===== config.mk =====
export PLATFORM = sky130hd
export DESIGN_NAME = mem_response_router
export DESIGN_NICKNAME = d
export VERILOG_FILES = /design/src/hdl/lane_pkg.sv /design/src/hdl/lane_sync_fifo.sv /design/src/hdl/mem_response_router.sv
export VERILOG_INCLUDE_DIRS = /design/src /design/src/hdl
export SDC_FILE = /design/constraint.sdc
export NUM_CORES = 1
export LEC_CHECK = 0
export BUFFER_PORTS_ARGS = -buffer_cell sky130_fd_sc_hd__buf_2
export CORE_MARGIN = 2
export CORE_UTILIZATION = 55
export DETAILED_ROUTE_END_ITERATION = 16
export PLACE_DENSITY_LB_ADDON = 0.2
export SLEW_MARGIN = 20
export SYNTH_ARGS = -nofsm -noshare
export SYNTH_HDL_FRONTEND = slang
export SYNTH_SLANG_ARGS = --single-unit

===== constraint.sdc =====
create_clock -name ap_clk -period 8.9 [get_ports ap_clk]
set_clock_uncertainty 0.15 [all_clocks]
set_input_delay 0 -clock ap_clk [delete_from_list [all_inputs] [get_ports ap_clk]]
set_output_delay 0 -clock ap_clk [all_outputs]
set_load 0.005 [all_outputs]

===== src/hdl/lane_macros.svh =====
`ifndef LANE_MACROS_SVH
`define LANE_MACROS_SVH

// -------------------------------------------------------------------
// Lane geometry
// -------------------------------------------------------------------

// Engine ports on one lane
`define LANE_NUM_ENGINES 4

// Enough bits to name every engine
`define LANE_ENGINE_ID_W 2

`define LANE_ADDR_W 32
`define LANE_DATA_W 32

// -------------------------------------------------------------------
// FIFO sizing
// -------------------------------------------------------------------

`define LANE_FIFO_DEPTH 16

// Almost-full from this fill level up, leaves slack for late pushes
`define LANE_PROG_THRESH 12

`endif


===== src/hdl/lane_pkg.sv =====
`include "lane_macros.svh"

package lane_pkg;

    // Memory opcodes
    typedef enum logic {
        MEM_CMD_READ  = 1'b0,
        MEM_CMD_WRITE = 1'b1
    } mem_cmd_e;

    // Index of an engine within the lane
    typedef logic [`LANE_ENGINE_ID_W-1:0] engine_id_t;

    // One memory packet, 67 bits with the default widths
    // Requests and responses share the same layout
    typedef struct packed {
        engine_id_t             id;
        mem_cmd_e               cmd;
        logic [`LANE_ADDR_W-1:0] addr;
        logic [`LANE_DATA_W-1:0] data;
    } mem_packet_t;

endpackage : lane_pkg


===== src/hdl/lane_sync_fifo.sv =====
`timescale 1ns/1ns
`include "lane_macros.svh"

module lane_sync_fifo #(
    parameter int DEPTH = `LANE_FIFO_DEPTH
) (
    input  logic                  ap_clk,
    input  logic                  areset_lane_template,
    input  logic                  push_i,
    input  logic                  pop_i,
    input  lane_pkg::mem_packet_t din_i,
    output lane_pkg::mem_packet_t dout_o,
    output logic                  dout_valid_o,
    output logic                  empty_o,
    output logic                  full_o,
    output logic                  almost_full_o
);

    localparam int PTR_W = (DEPTH > 1) ? $clog2(DEPTH) : 1;
    localparam int CNT_W = $clog2(DEPTH + 1);

    lane_pkg::mem_packet_t mem [DEPTH];

    logic [PTR_W-1:0] wr_ptr;
    logic [PTR_W-1:0] rd_ptr;
    logic [CNT_W-1:0] count;
    logic             do_push;
    logic             do_pop;

    // Requests beyond the limits are dropped here
    assign do_push = push_i & ~full_o;
    assign do_pop  = pop_i & ~empty_o;

    assign empty_o       = (count == '0);
    assign full_o        = (count == CNT_W'(DEPTH));
    assign almost_full_o = (count >= CNT_W'(`LANE_PROG_THRESH));

    // -------------------------------------------------------------------
    // Storage and registered read port
    // -------------------------------------------------------------------
    always_ff @(posedge ap_clk) begin
        if (do_push) begin
            mem[wr_ptr] <= din_i;
        end
        if (do_pop) begin
            dout_o <= mem[rd_ptr];
        end
    end

    // -------------------------------------------------------------------
    // Pointers and occupancy
    // -------------------------------------------------------------------
    always_ff @(posedge ap_clk) begin
        if (areset_lane_template) begin
            wr_ptr       <= '0;
            rd_ptr       <= '0;
            count        <= '0;
            dout_valid_o <= 1'b0;
        end else begin
            dout_valid_o <= do_pop;
            if (do_push) begin
                wr_ptr <= (wr_ptr == PTR_W'(DEPTH - 1)) ? '0 : wr_ptr + 1'b1;
            end
            if (do_pop) begin
                rd_ptr <= (rd_ptr == PTR_W'(DEPTH - 1)) ? '0 : rd_ptr + 1'b1;
            end
            // Simultaneous push and pop leave the count alone
            if (do_push && !do_pop) begin
                count <= count + 1'b1;
            end else if (do_pop && !do_push) begin
                count <= count - 1'b1;
            end
        end
    end

    a_no_push_full: assert property (@(posedge ap_clk) disable iff (areset_lane_template)
        push_i |-> !full_o)
        else $error("lane_sync_fifo: push while full");

    a_no_pop_empty: assert property (@(posedge ap_clk) disable iff (areset_lane_template)
        pop_i |-> !empty_o)
        else $error("lane_sync_fifo: pop while empty");

endmodule : lane_sync_fifo


===== src/hdl/mem_response_router.sv =====
`timescale 1ns/1ns
`include "lane_macros.svh"

module mem_response_router (
    input  logic                         ap_clk,
    input  logic                         areset_lane_template,
    input  logic                         mem_rsp_valid_i,
    input  lane_pkg::mem_packet_t        mem_rsp_packet_i,
    output logic                         mem_rsp_ready_o,
    input  logic [`LANE_NUM_ENGINES-1:0] eng_rsp_ready_i,
    output logic [`LANE_NUM_ENGINES-1:0] eng_rsp_valid_o,
    output lane_pkg::mem_packet_t        eng_rsp_packet_o,
    output logic                         rsp_empty_o,
    output logic                         read_returned_o
);

    import lane_pkg::*;

    mem_packet_t head_pkt;
    logic        head_fresh;
    logic        head_held_q;
    logic        head_avail;
    logic        deliver;
    logic        fifo_pop;
    logic        fifo_empty;
    logic        fifo_almost_full;

    assign mem_rsp_ready_o = ~fifo_almost_full;

    lane_sync_fifo #(
        .DEPTH(`LANE_FIFO_DEPTH)
    ) u_rsp_fifo (
        .ap_clk              (ap_clk),
        .areset_lane_template(areset_lane_template),
        .push_i              (mem_rsp_valid_i),
        .pop_i               (fifo_pop),
        .din_i               (mem_rsp_packet_i),
        .dout_o              (head_pkt),
        .dout_valid_o        (head_fresh),
        .empty_o             (fifo_empty),
        .full_o              (),
        .almost_full_o       (fifo_almost_full)
    );

    // -------------------------------------------------------------------
    // Head slot
    // -------------------------------------------------------------------
    // FIFO output register is the head; it stays there until its engine is ready
    assign head_avail = head_fresh | head_held_q;
    assign deliver    = head_avail & eng_rsp_ready_i[head_pkt.id];

    // Refill only once the head slot frees up, so a blocked id stalls the rest
    assign fifo_pop = ~fifo_empty & (~head_avail | deliver);

    always_ff @(posedge ap_clk) begin
        if (areset_lane_template) begin
            head_held_q <= 1'b0;
        end else begin
            head_held_q <= head_avail & ~deliver;
        end
    end

    // One-hot valid toward the engine named by the id
    always_comb begin
        eng_rsp_valid_o              = '0;
        eng_rsp_valid_o[head_pkt.id] = deliver;
    end

    assign eng_rsp_packet_o = head_pkt;
    assign read_returned_o  = deliver & (head_pkt.cmd == MEM_CMD_READ);
    assign rsp_empty_o      = fifo_empty & ~head_avail & ~mem_rsp_valid_i;

    a_push_when_ready: assert property (@(posedge ap_clk) disable iff (areset_lane_template)
        mem_rsp_valid_i |-> mem_rsp_ready_o)
        else $error("mem_response_router: response pushed while not ready");

endmodule : mem_response_router


**Yosys cells after proc, flatten, opt, wreduce, memory -nomap -nowiden**

Memory sizes are Yosys's and may differ from the RTL's. A register that Yosys moved wholly into a read port is not among the register bits.
Index checks and enable logic that the tools add are counted.

- Bits in registers: 15
- Latch bits: 0
- Memory bits (writable): 1072
- Memory bits (read-only): 0
- Input bits: 74
- Output and inout bits: 74
- Logic and storage cells: 51
- Memories: 1

Memories:

| memory | depth | bits a word | rd ports | clocked after memory_dff | wr ports | RTL line | text |
|---|---|---|---|---|---|---|---|
| u_rsp_fifo.mem | 16 | 67 | 1 | 1 | 1 | lane_sync_fifo.sv:22 | `lane_pkg::mem_packet_t mem [DEPTH];` |

- Add/sub/neg operators: 4
- $mul: 0
- Divide/modulo/power cells: 0
- Magnitude comparators: 3
- Eq/ne operators: 3
- Shift-type cells: 0
- Muxes and demuxes: 10
- Bitwise logic cells: 18
- Reduce and logical (&&, ||, !) cells: 7

Operator list:

| operator | count |
|---|---|
| $mux W5 | 2 |
| $add A4 B1 Y4 const B | 2 |
| $and A1 B1 Y1 | 8 |
| $eq A4 B4 Y1 const B | 2 |
| $mux W4 | 2 |
| $not A1 Y1 | 7 |
| $add A5 B1 Y5 const B | 1 |
| $eq A5 B5 Y1 const B | 1 |
| $ge A5 B4 Y1 const B | 1 |
| $logic_not A5 Y1 | 1 |
| $sub A5 B1 Y5 const B | 1 |
| $and A4 B4 Y4 | 1 |
| $mux W1 | 4 |
| $logic_and A1 B1 Y1 | 3 |
| $lt A2 B3 Y1 const B | 1 |
| $bmux W1 S2 | 1 |
| $demux W1 S2 | 1 |
| $ge A2 B1 Y1 const B | 1 |
| $logic_not A1 Y1 | 2 |
| $or A1 B1 Y1 | 2 |
| $reduce_bool A2 Y1 | 1 |

**Longest topological paths before layout**

- Depth after elaboration: 9
- Gate-level depth with buffers: 10
- Mapped depth without buffers: 10

**Cells and area by module**

A second synthesis with hierarchy kept.

- Cell total of the unflattened synthesis: 1832
- Area, all modules: 42944.9 µm²

By module, submodules not included:

| module | instances | cells an instance | area each (µm²) | sequential area each (µm²) |
|---|---|---|---|---|
| lane_sync_fifo | 1 | 1817 | 42826.1 | 34483.1 |
| mem_response_router | 1 | 15 | 118.9 | 20.0 |

**Least setup slack after synthesis**

OpenSTA, ideal clock, no wires.

- Kind: register to register
- Start: reg u_rsp_fifo.count[0]
- End: mem u_rsp_fifo.mem[0][0] (netlist bit) (enable)
- Library setup time: 0.574 ns
- Data arrival time: 5.638 ns
- Required time: 8.176 ns
- Setup slack: 2.538 ns
- Stages on the path, launching flop included: 6
- Buffers on the path: 1
- Clock period less this slack: 6.362 ns
- Cell sequence: dfxtp_1 > or4_1 > o21a_1 > clkbuf_1 > nand2_1 > nor3_1

- Word-level cells in the longest chain between the ends: 5

Ends and longest elaborated chain:

| element | RTL line | text |
|---|---|---|
| start: declaration | lane_sync_fifo.sv:26 | `logic [CNT_W-1:0] count;` |
| start signal: assignment | lane_sync_fifo.sv:69 | `count <= count + 1'b1;` |
| start signal: assignment | lane_sync_fifo.sv:71 | `count <= count - 1'b1;` |
| $eq A5 B5 Y1 | lane_sync_fifo.sv:35 | `assign full_o = (count == CNT_W'(DEPTH));` |
| $not A1 Y1 | lane_sync_fifo.sv:31 | `assign do_push = push_i & ~full_o;` |
| $and A1 B1 Y1 | lane_sync_fifo.sv:31 |  |
| named net u_rsp_fifo.do_push | lane_sync_fifo.sv:27 | `logic do_push;` |
| $mux W1 | lane_sync_fifo.sv:42 | `if (do_push) begin` |
| $mux W1 (not written as such) | lane_sync_fifo.sv:43 | `mem[wr_ptr] <= din_i;` |
| end: declaration | lane_sync_fifo.sv:22 |  |

The timed path passes the listed nets, and every way through them passes these cells.

**Worst setup path after layout**

- Start: reg, netlist name u_rsp_fifo.dout_o[66]
- End: reg, netlist name u_rsp_fifo.dout_o[35]

- Word-level cells in the longest chain between the ends: 6

Ends and longest elaborated chain:

| element | RTL line | text |
|---|---|---|
| $bmux W1 S2 | mem_response_router.sv:50 | `assign deliver = head_avail & eng_rsp_ready_i[head_pkt.id];` |
| $mux W1 (not written as such) | mem_response_router.sv:50 |  |
| $and A1 B1 Y1 | mem_response_router.sv:50 |  |
| $or A1 B1 Y1 | mem_response_router.sv:53 | `assign fifo_pop = ~fifo_empty & (~head_avail \| deliver);` |
| $and A1 B1 Y1 | mem_response_router.sv:53 |  |
| $and A1 B1 Y1 | lane_sync_fifo.sv:32 | `assign do_pop = pop_i & ~empty_o;` |
| named net u_rsp_fifo.do_pop | lane_sync_fifo.sv:28 | `logic do_pop;` |

The timed path passes the listed nets, and every way through them passes these cells. The select of a mux whose other input is x is not followed.
A chain may end at the register's enable or synchronous reset.

==> metrics.md <==
| Metric | Value |
|---|---|
| Global-route wire length before repair | approximately 140000 um |
| Share of layout cells above drive strength 1 | between 30 and 40% |
| Worst IR Drop VDD | 0.222 mV |
| CTS Sinks | approximately 1200 |
| Min-Delay Path Depth | 2 |
| Wire per inst | just under 30 um |
| Number of DRC markers in iteration 0 | ~2100 |
| Initial antenna violation count | 4 |
| Commonest cells post-synth | edfxtp_1 (1139), mux4_2 (268), a221o_1 (67), a22o_1 (67), clkbuf_1 (51) |
| Worst hold path startpoint | mem_rsp_packet_i[23] |
| Tcrit/Tclk final | between 50% and 60% |
| Hold EP | u_rsp_fifo.mem[8][23] |
| Num ports | 148 |
| Mapped Area | 0.0430 mm2 |
| Final setup TNS | 0 ns |
| Synth area leaders | edfxtp_1 (80%), mux4_2 (14%), a221o_1 (1.6%), a22o_1 (1.4%), dfxtp_1 (0.70%) |
| Routed vias | between 15000 and 20000 |
| Synth-to-Final Area Change | 15.2% |
| Worst Path Max Fanout | 35 |
| Gr ovfl total | 0 |
| Slew @ Worst Pin | 1.11 ns |
| Yosys top cell area share | around four fifths |
| RSZ-0062 raised after global routing | no |
| Kind of critical path | reg2reg |
| H-tree Lvls | 3 |
| Mapped Cells | 1767 |
| Count leader, synth | edfxtp_1 |
| Status | complete, no violations |
| Net Count, Synth | 1851 |
| Reg2Reg Launch Point | u_rsp_fifo.dout_o[66] |
| Worst Path Arrival | between 4 and 5 ns |
| Fin. Hold Viols | 0 |
| PnR Total Power | ~14000 uW |
| Final Critical Period | about 4.5 ns |
| Post-DP Area | ~0.045 mm2 |
| CTS tree | done |
| Initial Util | 55.6% |
| Cell taking the most area after synthesis | edfxtp_1 |
| Non-Filler Instances | 3185 |
| Vias in the first global route | approximately 21000 |
| Worst skew pair latency | roughly 0.66 ns |
| Core Area | just under 0.08 mm2 |
| Clock Tree Buf Depth | 3 |
| Site row count | ~100 |
| Die X | approximately 280 um |
| # resized after CTS | 0 |
| Worst hold slack | approximately 0.10 ns |
| CTS buffer count | approximately 110 |
| Synth Register Bits | around 1200 |
| Fin. max-slew vios | 0 |
| Final Cell Area | 0.0495 mm2 |
| Hold buffer count at cts | 75 |
| Drc violations | 0 |
| Postcts setup bufs | 0 |
| Average via count per standard cell | 6.22 |
| Post-DP HPWL | 45300 um |
| Post-synth EDFFs | between 1000 and 1500 |
| Placed insts | 2908 |
| Main flop type after synthesis | edfxtp_1 |
| R2R Setup Slk | 4.37 ns |
| Sequential fraction of the synthesis area | 80.3% |
| Hold Crit Class | in2reg |
| DIE AREA | approximately 0.08 mm2 |
| Largest net degree at the start of global routing | 91 |
| DRT Wirelength | a little over 90000 um |
| All-Layer GR Usage | between 20% and 30% |
| Clock Pin Slew Worst Setup and Hold Paths | 0.06 ns |
| Routed Antenna Nets | 0 |
| Clock root cell | clkbuf_16 |
| Max-cap violations | 0 |
| Pleak | 0.0158 uW |
| Ys async rst share | 0% |
| Die Ht | ~280 um |
| Fmax | about 0.22 GHz |
| Power Density | ~280 mW/mm2 |
| Syn avg cell area | about 24 um2 |
| Yosys warns | 0 |
| Worst Reg-to-Reg Cells | 7 |
| Fin nets | around 2100 |
| IO Port Bufs | 147 |
| R2r endpoint | u_rsp_fifo.dout_o[35] |
| Setup-failing EPs final | 0 |
| Crit path capture type | flop |
| Post-synth cell types | 46 |
| Slew HR | between 20% and 30% |
| Placer Congestion | between 0.7 and 0.8 |
| Crit path required time | approximately 9 ns |
| Setup crit start kind | flop |
| Pre-antenna DRT Iters | 7 |
routing by layer:
layer / part of all wire [%] / global-route usage (%) / wire length, um
met4: 2.0 / 6.23 / 1850
met5: 0.044 / 0 / 41
met2: 50 / 38.5 / 46600
met3: 6.4 / 3.18 / 5950
met1: 41 / 33.1 / 38000
power by group:
group / leakage [uW] / total [uW] / internal [uW] / switching, uW
logic: 0.00357 / 2750 / 1400 / 1350
clock network: 0.00179 / 4660 / 2740 / 1920
registers: 0.0105 / 6630 / 6410 / 218
total: 0.0158 / 14000 / 10500 / 3500
through the flow:
stage                     utilization (%)  worst slack, ns
final                                64.0             4.37
after global routing                 64.0             4.24
after CTS                            64.0             4.36
after detailed placement             58.3             4.98
after global placement               58.3             5.04
after floorplan                         -             2.54
state kept, by name, summed over array words and instances (netlist names):
name and cells:
u_rsp_fifo.mem 1072, u_rsp_fifo.dout_o 67, u_rsp_fifo.count 5, u_rsp_fifo.rd_ptr 4
u_rsp_fifo.wr_ptr 4, head_held_q 1, u_rsp_fifo.dout_valid_o 1
cells by family (layout without fill, tap and decap cells):
group | count (synthesis) | count (layout) | synth area share, %
adder cells (fa/ha/maj) | 10 | 10 | 0.309
multiplexers | 276 | 276 | 14.2
AO/OA/AOI/OAI | 158 | 158 | 3.28
AND/OR/NAND/NOR | 65 | 65 | 0.725
flip-flops | 1154 | 1154 | 80.3
other | 0 | 1 | 0
XOR/XNOR | 3 | 3 | 0.0612
buffers and inverters | 101 | 478 | 1.07
placed cells by master (no fill, tap or decap), drive strengths merged, types with 2 or more instances in the layout:
cell,Yosys,layout
o21ai,3,3
nand3,3,3
edfxtp,1139,1139
a221o,67,67
nor2,33,33
nor3,5,5
inv,6,7
clkbuf,51,128
xor2,2,2
ha,9,9
clkinvlp,0,4
mux2,4,4
nor3b,2,2
clkinv,0,54
dlygate4sd3,0,75
nand2,8,8
a211oi,2,2
dfxtp,15,15
a21oi,9,9
mux2i,4,4
nand2b,3,3
a22o,67,67
mux4,268,268
bufinv,0,14
nor2b,2,2
a31oi,2,2
buf,44,196
nor4,2,2
layout make-up:
| cell class | instances | area [um2] |
|---|---|---|
| Clock buffer | 128 | 2910 |
| Timing Repair Buffer | 271 | 1870 |
| Inverter | 6 | 23.8 |
| Multi-Input combinational cell | 512 | 8130 |
| Tap cell | 1040 | 1300 |
| Sequential cell | 1154 | 34500 |
| Fill cell | 5154 | 27900 |
| Antenna cell | 1 | 2.50 |
| Clock inverter | 73 | 738 |
worst max-delay path, stage by stage (launching register included):
cell	delay, ns
edfxtp_1	0.55
mux2_2	0.40
dlygate4sd3_1	0.59
o22a_1	0.25
dlygate4sd3_1	0.60
nand2_1	0.18
clkinv_2	0.74
buf_4	0.67
worst max path at each step:
stage / start / end / slack, ns / cells past startpoint
final: u_rsp_fifo.dout_o[66] / u_rsp_fifo.dout_o[35] / 4.37 / 7
after floorplan: u_rsp_fifo.count[0] / u_rsp_fifo.mem[0][0] / 2.54 / 5
after CTS: u_rsp_fifo.dout_o[66] / u_rsp_fifo.dout_o[37] / 4.36 / 7
after detailed placement: u_rsp_fifo.rd_ptr[1] / u_rsp_fifo.dout_o[26] / 4.98 / 5
after global routing: u_rsp_fifo.dout_o[66] / u_rsp_fifo.dout_o[37] / 4.24 / 7
after global placement: u_rsp_fifo.rd_ptr[1] / u_rsp_fifo.dout_o[16] / 5.04 / 5
No activity file was read; power rests on OpenSTA's default activity.
