--- config.mk ---
export PLATFORM = sky130hd
export DESIGN_NAME = lane_status
export DESIGN_NICKNAME = d
export VERILOG_FILES = /design/src/hdl/lane_pkg.sv /design/src/hdl/lane_status.sv
export VERILOG_INCLUDE_DIRS = /design/src /design/src/hdl
export SDC_FILE = /design/constraint.sdc
export NUM_CORES = 1
export LEC_CHECK = 0
export ABC_AREA = 1
export BUFFER_PORTS_ARGS = -buffer_cell sky130_fd_sc_hd__buf_2
export CORE_UTILIZATION = 60
export CTS_BUF_LIST = sky130_fd_sc_hd__clkbuf_4
export DETAILED_ROUTE_END_ITERATION = 8
export PLACE_DENSITY = 0.86
export SLEW_MARGIN = 15
export SYNTH_ARGS = -nofsm -noshare
export SYNTH_HDL_FRONTEND = slang
export SYNTH_SLANG_ARGS = --single-unit
--- constraint.sdc ---
create_clock -name ap_clk -period 2.3 [get_ports ap_clk]
set_input_delay 0.23 -clock ap_clk [delete_from_list [all_inputs] [get_ports ap_clk]]
set_output_delay 0.23 -clock ap_clk [all_outputs]
set_load 0.01 [all_outputs]
--- src/hdl/lane_macros.svh ---
`ifndef LANE_MACROS_SVH
`define LANE_MACROS_SVH

// -------------------------------------------------------------------
// Lane geometry
// -------------------------------------------------------------------

// Engine ports on one lane
`define LANE_NUM_ENGINES 4

// Enough bits to name every engine
`define LANE_ENGINE_ID_W 2

`define LANE_ADDR_W 32
`define LANE_DATA_W 32

// -------------------------------------------------------------------
// FIFO sizing
// -------------------------------------------------------------------

`define LANE_FIFO_DEPTH 16

// Almost-full from this fill level up, leaves slack for late pushes
`define LANE_PROG_THRESH 12

`endif

--- src/hdl/lane_pkg.sv ---
`include "lane_macros.svh"

package lane_pkg;

    // Memory opcodes
    typedef enum logic {
        MEM_CMD_READ  = 1'b0,
        MEM_CMD_WRITE = 1'b1
    } mem_cmd_e;

    // Index of an engine within the lane
    typedef logic [`LANE_ENGINE_ID_W-1:0] engine_id_t;

    // One memory packet, 67 bits with the default widths
    // Requests and responses share the same layout
    typedef struct packed {
        engine_id_t             id;
        mem_cmd_e               cmd;
        logic [`LANE_ADDR_W-1:0] addr;
        logic [`LANE_DATA_W-1:0] data;
    } mem_packet_t;

endpackage : lane_pkg

--- src/hdl/lane_status.sv ---
`timescale 1ns/1ns
`include "lane_macros.svh"

module lane_status (
    input  logic                         ap_clk,
    input  logic                         areset_lane_template,
    input  logic [`LANE_NUM_ENGINES-1:0] eng_done_i,
    input  logic                         req_empty_i,
    input  logic                         rsp_empty_i,
    input  logic                         read_issued_i,
    input  logic                         read_returned_i,
    output logic                         lane_done_o
);

    import lane_pkg::*;

    // Wide enough for any realistic number of reads in flight
    localparam int CNT_W = 16;

    logic [CNT_W-1:0] outstanding_q;
    logic             done_cond;

    // -------------------------------------------------------------------
    // Reads in flight
    // -------------------------------------------------------------------
    // Issue and return in one cycle cancel out
    always_ff @(posedge ap_clk) begin
        if (areset_lane_template) begin
            outstanding_q <= '0;
        end else begin
            case ({read_issued_i, read_returned_i})
                2'b10:   outstanding_q <= outstanding_q + 1'b1;
                2'b01:   outstanding_q <= outstanding_q - 1'b1;
                default: outstanding_q <= outstanding_q;
            endcase
        end
    end

    // -------------------------------------------------------------------
    // Done level
    // -------------------------------------------------------------------
    assign done_cond = (&eng_done_i) & req_empty_i & rsp_empty_i & (outstanding_q == '0);

    always_ff @(posedge ap_clk) begin
        if (areset_lane_template) begin
            lane_done_o <= 1'b0;
        end else begin
            lane_done_o <= done_cond;
        end
    end

    // A return without a matching earlier issue means memory invented a read
    a_no_underflow: assert property (@(posedge ap_clk) disable iff (areset_lane_template)
        (read_returned_i && !read_issued_i) |-> (outstanding_q != '0))
        else $error("lane_status: read returned with none outstanding");

endmodule : lane_status

* Word-level counts from Yosys, hierarchy flattened *
Index checks and enable logic that the tools add are counted.

cells by class
  add/subtract/negate cells = 2
  equality and inequality tests = 2
  reductions and logical operators = 3
  bitwise gates (word level) = 3
  multiplexer cells = 1

operator list
  cell                     number
  $pmux W16 S2             1
  $add A16 B1 Y16 const B  1
  $logic_not A16 Y1        1
  $sub A16 B1 Y16 const B  1
  $reduce_and A4 Y1        1
  $and A1 B1 Y1            3
  $eq A2 B1 Y1 const B     1
  $eq A2 B2 Y1 const B     1
  $reduce_bool A2 Y1       1

word-level totals
  register bits after elaboration = 17
  input port bits = 10
  output and inout bits = 1
  word-level logic and storage cells = 13

* Longest topological paths before layout *
Gate-level depths: netlist (run 1).

  depth after elaboration = 4
  depth in mapped cells = 17
  depth with buffers taken out = 15

* Least setup slack after synthesis (run 1) *
OpenSTA, ideal clock, no wires.

  kind = input to register
  start point = in read_issued_i
  end point = reg outstanding_q[8]
  path buffers = 2
  stages on the path = 17
  data arrival time = 1.698 ns
  path slack = 0.493 ns
  library setup time = 0.109 ns
  required time = 2.191 ns
  path through = inv_1 ha_1 buf_6 inv_6 buf_12 nand2_1 nand2_1 ha_1 o21bai_1 nand2_1 nand2_2 nand2_1 nand2_1 xor2_1 nand2_1 nand2_1 inv_1

on the way
  longest elaborated chain between the ends = 2
  elaborated cells on any way between the ends = 4
  those cells by class = 2 x eq/ne; 1 x mux; 1 x reduce/logical

ends and longest elaborated chain
  what                                                       line               source
  start, declared                                            lane_status.sv:10  input logic read_issued_i,
  $eq A2 B1 Y1 / $eq A2 B2 Y1 (equally long branches)        lane_status.sv:31  case ({read_issued_i, read_returned_i})
  $pmux W16 S2 / $reduce_bool A2 Y1 (equally long branches)  --
  end signal, assigned                                       lane_status.sv:32  2'b10: outstanding_q <= outstanding_q + 1'b1;
  end signal, assigned                                       lane_status.sv:33  2'b01: outstanding_q <= outstanding_q - 1'b1;
  end signal, assigned                                       lane_status.sv:34  default: outstanding_q <= outstanding_q;
  end, declared                                              lane_status.sv:20  logic [CNT_W-1:0] outstanding_q;

Several ways; a longest one is shown, not always the timed one.
A chain may end at the register's enable or synchronous reset.

* Final worst setup path (run 1) *
  start point = reg outstanding_q[1]
  end point = reg outstanding_q[14]

on the way
  longest elaborated chain between the ends = 2
  elaborated cells on any way between the ends = 3
  those cells by class = 2 x add/sub; 1 x mux

ends and longest elaborated chain
  what                                                       line
  $sub A16 B1 Y16 / $add A16 B1 Y16 (equally long branches)  lane_status.sv:33, lane_status.sv:32
  $pmux W16 S2 *                                             lane_status.sv:31

Every way passes the cells marked *; elsewhere a longest branch is shown, timed or not.

==> results of run 1 <==
-- synthesized netlist by cell type --
cell type	instances
nand4_1	3
nand2_1	129
clkbuf_1	4
xnor2_1	2
nor2_2	5
and2_1	2
a21oi_1	21
a21oi_2	1
o21bai_1	2
inv_2	2
buf_4	1
buf_12	1
inv_1	51
nand2_2	20
nor4_1	3
ha_1	3
inv_6	1
nor3_1	2
nor2_1	21
a211oi_1	1
buf_6	3
xor2_1	6
buf_8	1
nand3_1	31
buf_2	2
o21ai_0	6
dfxtp_1	17
-- final cells by class --
class,count,share of cell area (%)
flip-flops and latches,17,17.8
multi-input cells,258,63.3
clock buffers,3,1.18
inverters,54,10.9
clock inverters,1,0.262
repair buffers,15,4.58
well taps,31,2.03
-- kinds of logic (layout without fill, tap and decap cells) --
group                      Yosys count  in the layout  synth area share (%)
and+or+nand+nor                    216            216                  50.3
buffers and inverters               66             73                  16.6
DFF                                 17             17                  18.3
AOI/OAI and AO/OA                   31             31                  8.96
adders and majority gates            3              3                  2.02
xor gates and xnor gates             8              8                  3.77
-- through the flow --
stage	setup slack, ns	cells	power (uW)	utilization (%)
5_1_grt	0.384	379	1030	67.0
2_1_floorplan	0.493	341	700	-
3_3_place_gp	0.339	375	771	66.0
3_5_place_dp	0.301	375	776	66.0
4_1_cts	0.567	379	952	67.0
6_report	0.554	379	956	67.0
-- worst min-delay path, cell delays in order --
cell and delay [ns]:
buf_2 0.09, nand2_1 0.05, nor3_1 0.04, nand3_1 0.10, nor4_1 0.06
-- metal layers --
metal / routed length (microns) / global-route usage [%] / vias to the layer above
met5: 0 / 0 / -
met4: 128 / 7.14 / 0
met3: 437 / 4.46 / 18
met2: 1990 / 47.0 / 84
met1: 2000 / 41.0 / 882
li1: - / - / 1061
-- worst min-delay path by stage --
| stage | slack, ns | from | cells after the start | to |
|---|---|---|---|---|
| after CTS | 0.30 | req_empty_i | 5 | lane_done_o |
| after detailed placement | 0.54 | outstanding_q[13] | 2 | outstanding_q[13] |
| final | 0.32 | req_empty_i | 5 | lane_done_o |
| after global routing | 0.32 | areset_lane_template | 2 | outstanding_q[0] |
| after global placement | 0.53 | outstanding_q[13] | 2 | outstanding_q[13] |
| after floorplan | 0.46 | req_empty_i | 4 | lane_done_o |
-- sequential cells by signal (all words and copies together), names as in the netlist --
register	count
outstanding_q	16
lane_done_o	1
-- power by group --
group | internal [uW] | switching (uW)
logic | 139 | 265
registers | 330 | 44.1
clock network | 65.1 | 111
==> flow_summary.yaml, run 1 <==
global_routing:
  grt_pass1_vias: 1669
  grt_overflow: 0
  grt_usage_pct: 29.1
  grt_antenna_before_repair: 0
  grt_max_degree: 21
  grt_pass1_wl_mm: 7.49
timing:
  tightest_slew_ns: 0.409
  whs_ns: 0.318
  min_period_over_period_pct: 75.9
  timing.final.max_slew_violations: 0
  max_slew_margin_pct: 72.7
  layout_min_cycle_time_ns: 1.75
  clock.fmax_mhz: 573
  hold_viol: 0
  grt_setup_unrepaired: "no"
  setup-tns-final_ns: 0
  fin_skew_ns: 0.0127
  final-setup-viol-count: 0
final_layout:
  final_cell_area_sq_um: 1910
  layout_common_cells: "129 x nand2_1, 51 x inv_1, 31 x nand3_1, 21 x a21oi_1, 21 x nor2_1"
  synthToLayoutAreaGrowth_pct: 2.83
  diodes: 0
  layout-drive-gt1-share_pct: 13.8
  seqCellArea_sq_um: 340
  nNetsFinal: 362
  multi_input_area_sq_um: 1210
  fillCellCount: 275
  layout_commonest_cell: "nand2_1"
setup_path:
  crit_top_cell: "nand2_1"
  reg2reg_setup_slack_ns: 0.55
  cp-end-kind: "flip-flop"
  reg2regPathDepth: 13
  critPathSlowestCell: "dfxtp_1"
  cp-start-kind: "flip-flop"
  worstPathRequired_ns: 2.52
  cp_top_family: "simple AND/OR/NAND/NOR gates"
  r2r_end: "outstanding_q[14]"
  cp.depth: 13
  critPathBufInv: 2
  path_max_fanout: 4
  critical_path_class: "flip-flop to flip-flop"
  worst_ep_arrival_time_ns: 1.96
  cp-endpoint: "outstanding_q[14]"
  critPathLaunch: "outstanding_q[1]"
  cp_cell_sequence: "inv_1 -> nand2_1 -> nand2_1 -> ha_1 -> o21bai_1 -> nand3_1 -> nand2_1 -> nand2_1 -> nand2_1 -> nand2_1 -> nand3_1 -> nand2_1 -> inv_1"
  max_stage_delay_ns: 0.40
  r2r-start: "outstanding_q[1]"
placed_design:
  dpl-instance-area_sq_um: 1880
  port_buffers: 10
  gp_congestion: 0.963
  dp_hpwl_mm: 3.44
floorplanning:
  die_h_microns: 57.7
  die_area_sq_um: 3320
  rows: 19
  coreArea_sq_um: 2850
  start_util_pct: 65.1
  die_x_microns: 57.7
  ioPinCount: 11
min_path:
  holdCritPathClass: "input port to flip-flop"
detailed_routing:
  vias_per_cell: 5.40
  routedWlPerCell_microns: 12.0
  post-route-drc-count: 0
  drt_pre_antenna_iters: 4
  drt_iter0_markers: 201
  vias: 2045
  routed_wl_mm: 4.56
  ant_nets: 0
yosys:
  postSynthAreaPerCell_sq_um: 5.45
  synth_cell_types: 27
  synth_area_sq_um: 1860
  synth_cells: 341
  ys_warn_count: 0
  synth_top_area_share_pct: 26.1
  syn-num-nets: 354
  seq_area_frac_synth_pct: 18.3
  yosys.area.top_type: "nand2_1"
  synth_area_leaders: "nand2_1 26%, dfxtp_1 18%, inv_1 10%, nand3_1 8.4%, nand2_2 6.7%"
  ys_seq_elements: 17
power_and_ir_drop:
  peakVddDrop_mv: 0.446
  power_density_nw_per_um2: 500
  p_leak_uw: 0.00109
cts:
  clock_latency_ns: 0.31
  htree_levels: 1
  post_cts_resized: 0
  postCtsSetupRepairBufs: 0
  clockRootBuffer: "clkbuf_4"
  cts_sinks: 17
  cts_hold_buf: 0
  cts_tree: "built"
  cts_buffer_depth: 2
  cts_made_buffers: 3
  cts.clk_slew.worst_paths_ns: 0.10
run:
  cap_violations: 0
status:
  status: "finished clean"
Power figures use the tool's default switching activity.
==> inputs of run 2 (changes only) <==
==> constraint.sdc (replaced) <==
create_clock -name ap_clk -period 1.8 [get_ports ap_clk]
set_input_delay 0.18 -clock ap_clk [delete_from_list [all_inputs] [get_ports ap_clk]]
set_output_delay 0.18 -clock ap_clk [all_outputs]
set_load 0.01 [all_outputs]
==> flow_summary.yaml, run 2 (synthesized netlist as in run 1, its figures left out) <==
cts:
  postCtsSetupRepairBufs: 0
  cts_tree: "built"
  cts_buffer_depth: 2
  cts_sinks: 17
  clockRootBuffer: "clkbuf_4"
  cts.clk_slew.worst_paths_ns: 0.11
  post_cts_resized: 0
  clock_latency_ns: 0.31
  cts_made_buffers: 3
  htree_levels: 1
  cts_hold_buf: 0
setup_path:
  cp.depth: 13
  crit_top_cell: "nand2_1"
  r2r-start: "outstanding_q[1]"
  r2r_end: "outstanding_q[12]"
  critical_path_class: "flip-flop to flip-flop"
  cp_cell_sequence: "inv_2 -> nand2_1 -> nand2_1 -> ha_1 -> o21bai_2 -> nand2_1 -> nand2_2 -> nand3_1 -> nand3_1 -> nand2_1 -> nand3_1 -> nand2_1 -> inv_1"
  cp_top_family: "simple AND/OR/NAND/NOR gates"
  reg2reg_setup_slack_ns: 0.17
  critPathSlowestCell: "dfxtp_4"
  worst_ep_arrival_time_ns: 1.86
  max_stage_delay_ns: 0.38
  path_max_fanout: 4
  cp-end-kind: "flip-flop"
  reg2regPathDepth: 13
  cp-start-kind: "flip-flop"
  critPathBufInv: 2
  worstPathRequired_ns: 2.02
final_layout:
  seqCellArea_sq_um: 344
  final_cell_area_sq_um: 2130
  largest_reg_flops: 16
  multi_input_area_sq_um: 1220
  fillCellCount: 227
  layout-drive-gt1-share_pct: 21.4
  nNetsFinal: 387
  largest_register: "outstanding_q"
  largestRegisters: "outstanding_q (16), lane_done_o (1)"
  synthToLayoutAreaGrowth_pct: 14.9
  layout_common_cells: "127 x nand2_1, 50 x inv_1, 30 x nand3_1, 28 x buf_4, 22 x nand2_2"
  diodes: 0
  layout_commonest_cell: "nand2_1"
timing:
  timing.final.max_slew_violations: 0
  final-setup-viol-count: 0
  fin_ws_ns: 0.165
  max_slew_margin_pct: 74.0
  grt_setup_unrepaired: "no"
  min_period_over_period_pct: 90.8
  layout_min_cycle_time_ns: 1.63
  hold_viol: 0
  fin_skew_ns: 0.00422
  setup-tns-final_ns: 0
  tightest_slew_ns: 0.390
  clock.fmax_mhz: 612
detailed_routing:
  routed_wl_mm: 4.78
  routedWlPerCell_microns: 11.8
  drt_iter0_markers: 106
  ant_nets: 0
  post-route-drc-count: 0
  vias: 2148
  drt_pre_antenna_iters: 4
  vias_per_cell: 5.32
global_routing:
  grt_overflow: 0
  grt_usage_pct: 31.8
  grt_max_degree: 21
  grt_antenna_before_repair: 0
  grt_pass1_vias: 1880
  grt_pass1_wl_mm: 8.24
floorplanning:
  die_x_microns: 57.7
  die_area_sq_um: 3320
  coreArea_sq_um: 2850
  start_util_pct: 65.1
  rows: 19
  die_h_microns: 57.7
  ioPinCount: 11
power_and_ir_drop:
  comb_power_share_pct: 46.7
  total_power_uw: 1320
  p_clk_share_pct: 16.9
  swShare_pct: 42.5
  internal_power_uw: 760
  power_switching_uw: 561
  p_leak_uw: 0.00123
  power_density_nw_per_um2: 619
  seqPwrFrac_pct: 36.5
  peakVddDrop_mv: 0.578
placed_design:
  gp_congestion: 0.966
  dpl-instance-area_sq_um: 2080
  dp_hpwl_mm: 3.61
  pre_cts_ws_ns: -0.214
  port_buffers: 10
run:
  cap_violations: 0
min_path:
  worst_hold_startpoint: "req_empty_i"
  hold_depth: 5
  holdCritPathClass: "input port to flip-flop"
  min_to: "lane_done_o"
status:
  status: "finished clean"
-- run 2: layer usage --
layer	GRT usage [%]	share of wire, %
met3	6.03	10
met1	43.3	43
met5	0	0
met2	50.0	44
met4	12.2	1.9
-- run 2: stage by stage --
step	utilization, %	std cells	hold WS, ns
final	74.8	404	0.220
after global routing	74.8	404	0.225
after CTS	74.0	404	0.216
after detailed placement	73.0	400	0.544
after global placement	73.0	400	0.533
after floorplan	-	341	0.406
-- run 2: final cells by class --
cell class | count | share of cell area (%)
Clock buffer | 3 | 1.06
Tap cell | 31 | 1.82
Timing Repair Buffer | 40 | 13.7
Clock inverter | 1 | 0.234
Sequential cell | 17 | 16.1
Inverter | 54 | 9.73
Multi-Input combinational cell | 258 | 57.4
-- run 2: worst max path at each step --
stage | slack [ns] | startpoint | end
final | 0.17 | outstanding_q[1] | outstanding_q[12]
after global routing | 0.01 | outstanding_q[3] | outstanding_q[8]
after CTS | 0.09 | outstanding_q[1] | outstanding_q[14]
after detailed placement | -0.21 | read_issued_i | outstanding_q[13]
after global placement | -0.13 | read_issued_i | outstanding_q[11]
after floorplan | 0.04 | read_issued_i | outstanding_q[8]
-- run 2: power by group through the flow --
| stage | Clock [uW] | Sequential (uW) | Combinational (uW) |
|---|---|---|---|
| final | 223 | 482 | 617 |
| after global routing | 244 | 487 | 696 |
| after CTS | 232 | 478 | 604 |
| after detailed placement | 0 | 485 | 602 |
| after global placement | 0 | 485 | 588 |
| after floorplan | 0 | 469 | 425 |
-- run 2: worst reg2reg max path: stages (launching register included) --
cell	delay [ns]
dfxtp_4	0.38
inv_2	0.05
nand2_1	0.06
nand2_1	0.07
ha_1	0.18
o21bai_2	0.21
nand2_1	0.09
nand2_2	0.07
nand3_1	0.10
nand3_1	0.08
nand2_1	0.06
nand3_1	0.07
nand2_1	0.08
inv_1	0.03
==> inputs of run 3 (changes only) <==
--- a/config.mk
+++ b/config.mk
@@ -7,7 +7,9 @@
 export NUM_CORES = 1
 export LEC_CHECK = 0
 export ABC_AREA = 1
+export ABC_CLOCK_PERIOD_IN_PS = 1800
 export BUFFER_PORTS_ARGS = -buffer_cell sky130_fd_sc_hd__buf_2
+export CORE_MARGIN = 8
 export CORE_UTILIZATION = 60
 export CTS_BUF_LIST = sky130_fd_sc_hd__clkbuf_4
 export DETAILED_ROUTE_END_ITERATION = 8
==> flow_summary.yaml, run 3 (synthesized netlist as in run 1, its figures left out) <==
status:
  status: "finished clean"
detailed_routing:
  post-route-drc-count: 0
  routedWlPerCell_microns: 12.1
  vias_per_cell: 5.32
  drt_iter0_markers: 178
  routed_wl_mm: 4.94
  drt_pre_antenna_iters: 4
  ant_nets: 0
  vias: 2166
timing:
  grt_setup_unrepaired: "no"
  clock.fmax_mhz: 602
  setup-tns-final_ns: 0
  tightest_slew_ns: 0.394
  fin_skew_ns: 0.0137
  timing.final.max_slew_violations: 0
  min_period_over_period_pct: 92.2
  hold_viol: 0
  fin_ws_ns: 0.140
  final-setup-viol-count: 0
  max_slew_margin_pct: 73.7
  layout_min_cycle_time_ns: 1.66
cts:
  clock_latency_ns: 0.31
  cts_hold_buf: 0
  cts_buffer_depth: 2
  postCtsSetupRepairBufs: 0
  clockRootBuffer: "clkbuf_4"
  cts_sinks: 17
  cts_made_buffers: 3
  htree_levels: 1
  post_cts_resized: 0
  cts.clk_slew.worst_paths_ns: 0.12
  cts_tree: "built"
placed_design:
  dp_hpwl_mm: 3.83
  gp_congestion: 1.01
  pre_cts_ws_ns: -0.207
  port_buffers: 10
  dpl-instance-area_sq_um: 2090
  placed_cells: 403
setup_path:
  cp_cell_sequence: "inv_1 -> nand2_1 -> nand2_1 -> ha_1 -> o21bai_2 -> nand3_1 -> nand2_1 -> nand2_1 -> nand2_1 -> nand2_1 -> nand3_1 -> nand2_1 -> inv_1"
  worstPathRequired_ns: 2.02
  crit_top_cell: "nand2_1"
  cp-end-kind: "flip-flop"
  worst_ep_arrival_time_ns: 1.88
  critPathSlowestCell: "dfxtp_2"
  critical_path_class: "flip-flop to flip-flop"
  max_stage_delay_ns: 0.38
  path_max_fanout: 4
  cp-start-kind: "flip-flop"
floorplanning:
  die_x_microns: 71.7
  rows: 20
  ioPinCount: 11
  die_area_sq_um: 5130
  start_util_pct: 61.9
  coreArea_sq_um: 3000
  die_h_microns: 71.7
global_routing:
  grt_overflow: 0
  grt_pass1_vias: 1958
  grt_pass1_wl_mm: 8.69
  grt_usage_pct: 20.5
  grt_max_degree: 23
  grt_antenna_before_repair: 0
final_layout:
  nNetsFinal: 388
  largest_reg_flops: 16
  synthToLayoutAreaGrowth_pct: 14.8
  fillCellCount: 253
  instances_no_fill: 407
  largest_register: "outstanding_q"
  layout_common_cells: "129 x nand2_1, 51 x inv_1, 31 x nand3_1, 29 x buf_4"
  multi_input_area_sq_um: 1210
  layout_commonest_cell: "nand2_1"
  largestRegisters: "outstanding_q (16), lane_done_o (1)"
  seqCellArea_sq_um: 343
  diodes: 0
  layout-drive-gt1-share_pct: 20.9
  final_cell_area_sq_um: 2130
min_path:
  holdCritPathClass: "input port to flip-flop"
power_and_ir_drop:
  p_leak_uw: 0.00123
  power_density_nw_per_um2: 619
  peakVddDrop_mv: 0.458
  total_power_uw: 1320
run:
  cap_violations: 0
run 3: layout make-up:
type	count	share of cell area [%]
Clock inverter	1	0.235
Inverter	54	9.74
Tap cell	33	1.94
Clock buffer	3	1.06
Timing Repair Buffer	41	14.0
Multi-Input combinational cell	258	57.0
Sequential cell	17	16.1
run 3: worst paths after layout:
| path | startpoint | endpoint | slack (ns) | cells after the start |
|---|---|---|---|---|
| hold / removal | req_empty_i | lane_done_o | 0.20 | 5 |
| setup / recovery | outstanding_q[1] | outstanding_q[10] | 0.14 | 13 |
| setup reg to reg | outstanding_q[1] | outstanding_q[10] | 0.14 | 13 |
| hold reg to reg | outstanding_q[13] | outstanding_q[13] | 0.55 | 2 |
run 3: power by group:
part / switching, uW / internal (uW)
Clock: 137 / 83.0
Combinational: 361 / 255
Sequential: 61.1 / 424
run 3: stage by stage:
| stage | hold slack (ns) | util, % |
|---|---|---|
| after CTS | 0.194 | 70.6 |
| after global routing | 0.228 | 71.0 |
| final | 0.200 | 71.0 |
| after floorplan | 0.406 | - |
| after global placement | 0.516 | 69.7 |
| after detailed placement | 0.526 | 69.7 |
run 3: metal layers:
layer / share of wire, % / GRT usage, % / vias to the layer above / wire, microns
met5: 0 / 0 / - / 0
li1: - / - / 1117 / -
met1: 44 / 25.2 / 949 / 2170
met3: 8.4 / 4.04 / 10 / 416
met4: 1.3 / 6.35 / 0 / 63
met2: 46 / 34.7 / 90 / 2290
run 3: critical path, delay by kind of cell, from the launching register on:
kind            cells  cell delay (ns)
simple gates        9             0.70
buf+inv             2             0.13
flops               1             0.38
fa+ha+maj           1             0.17
compound gates      1             0.20
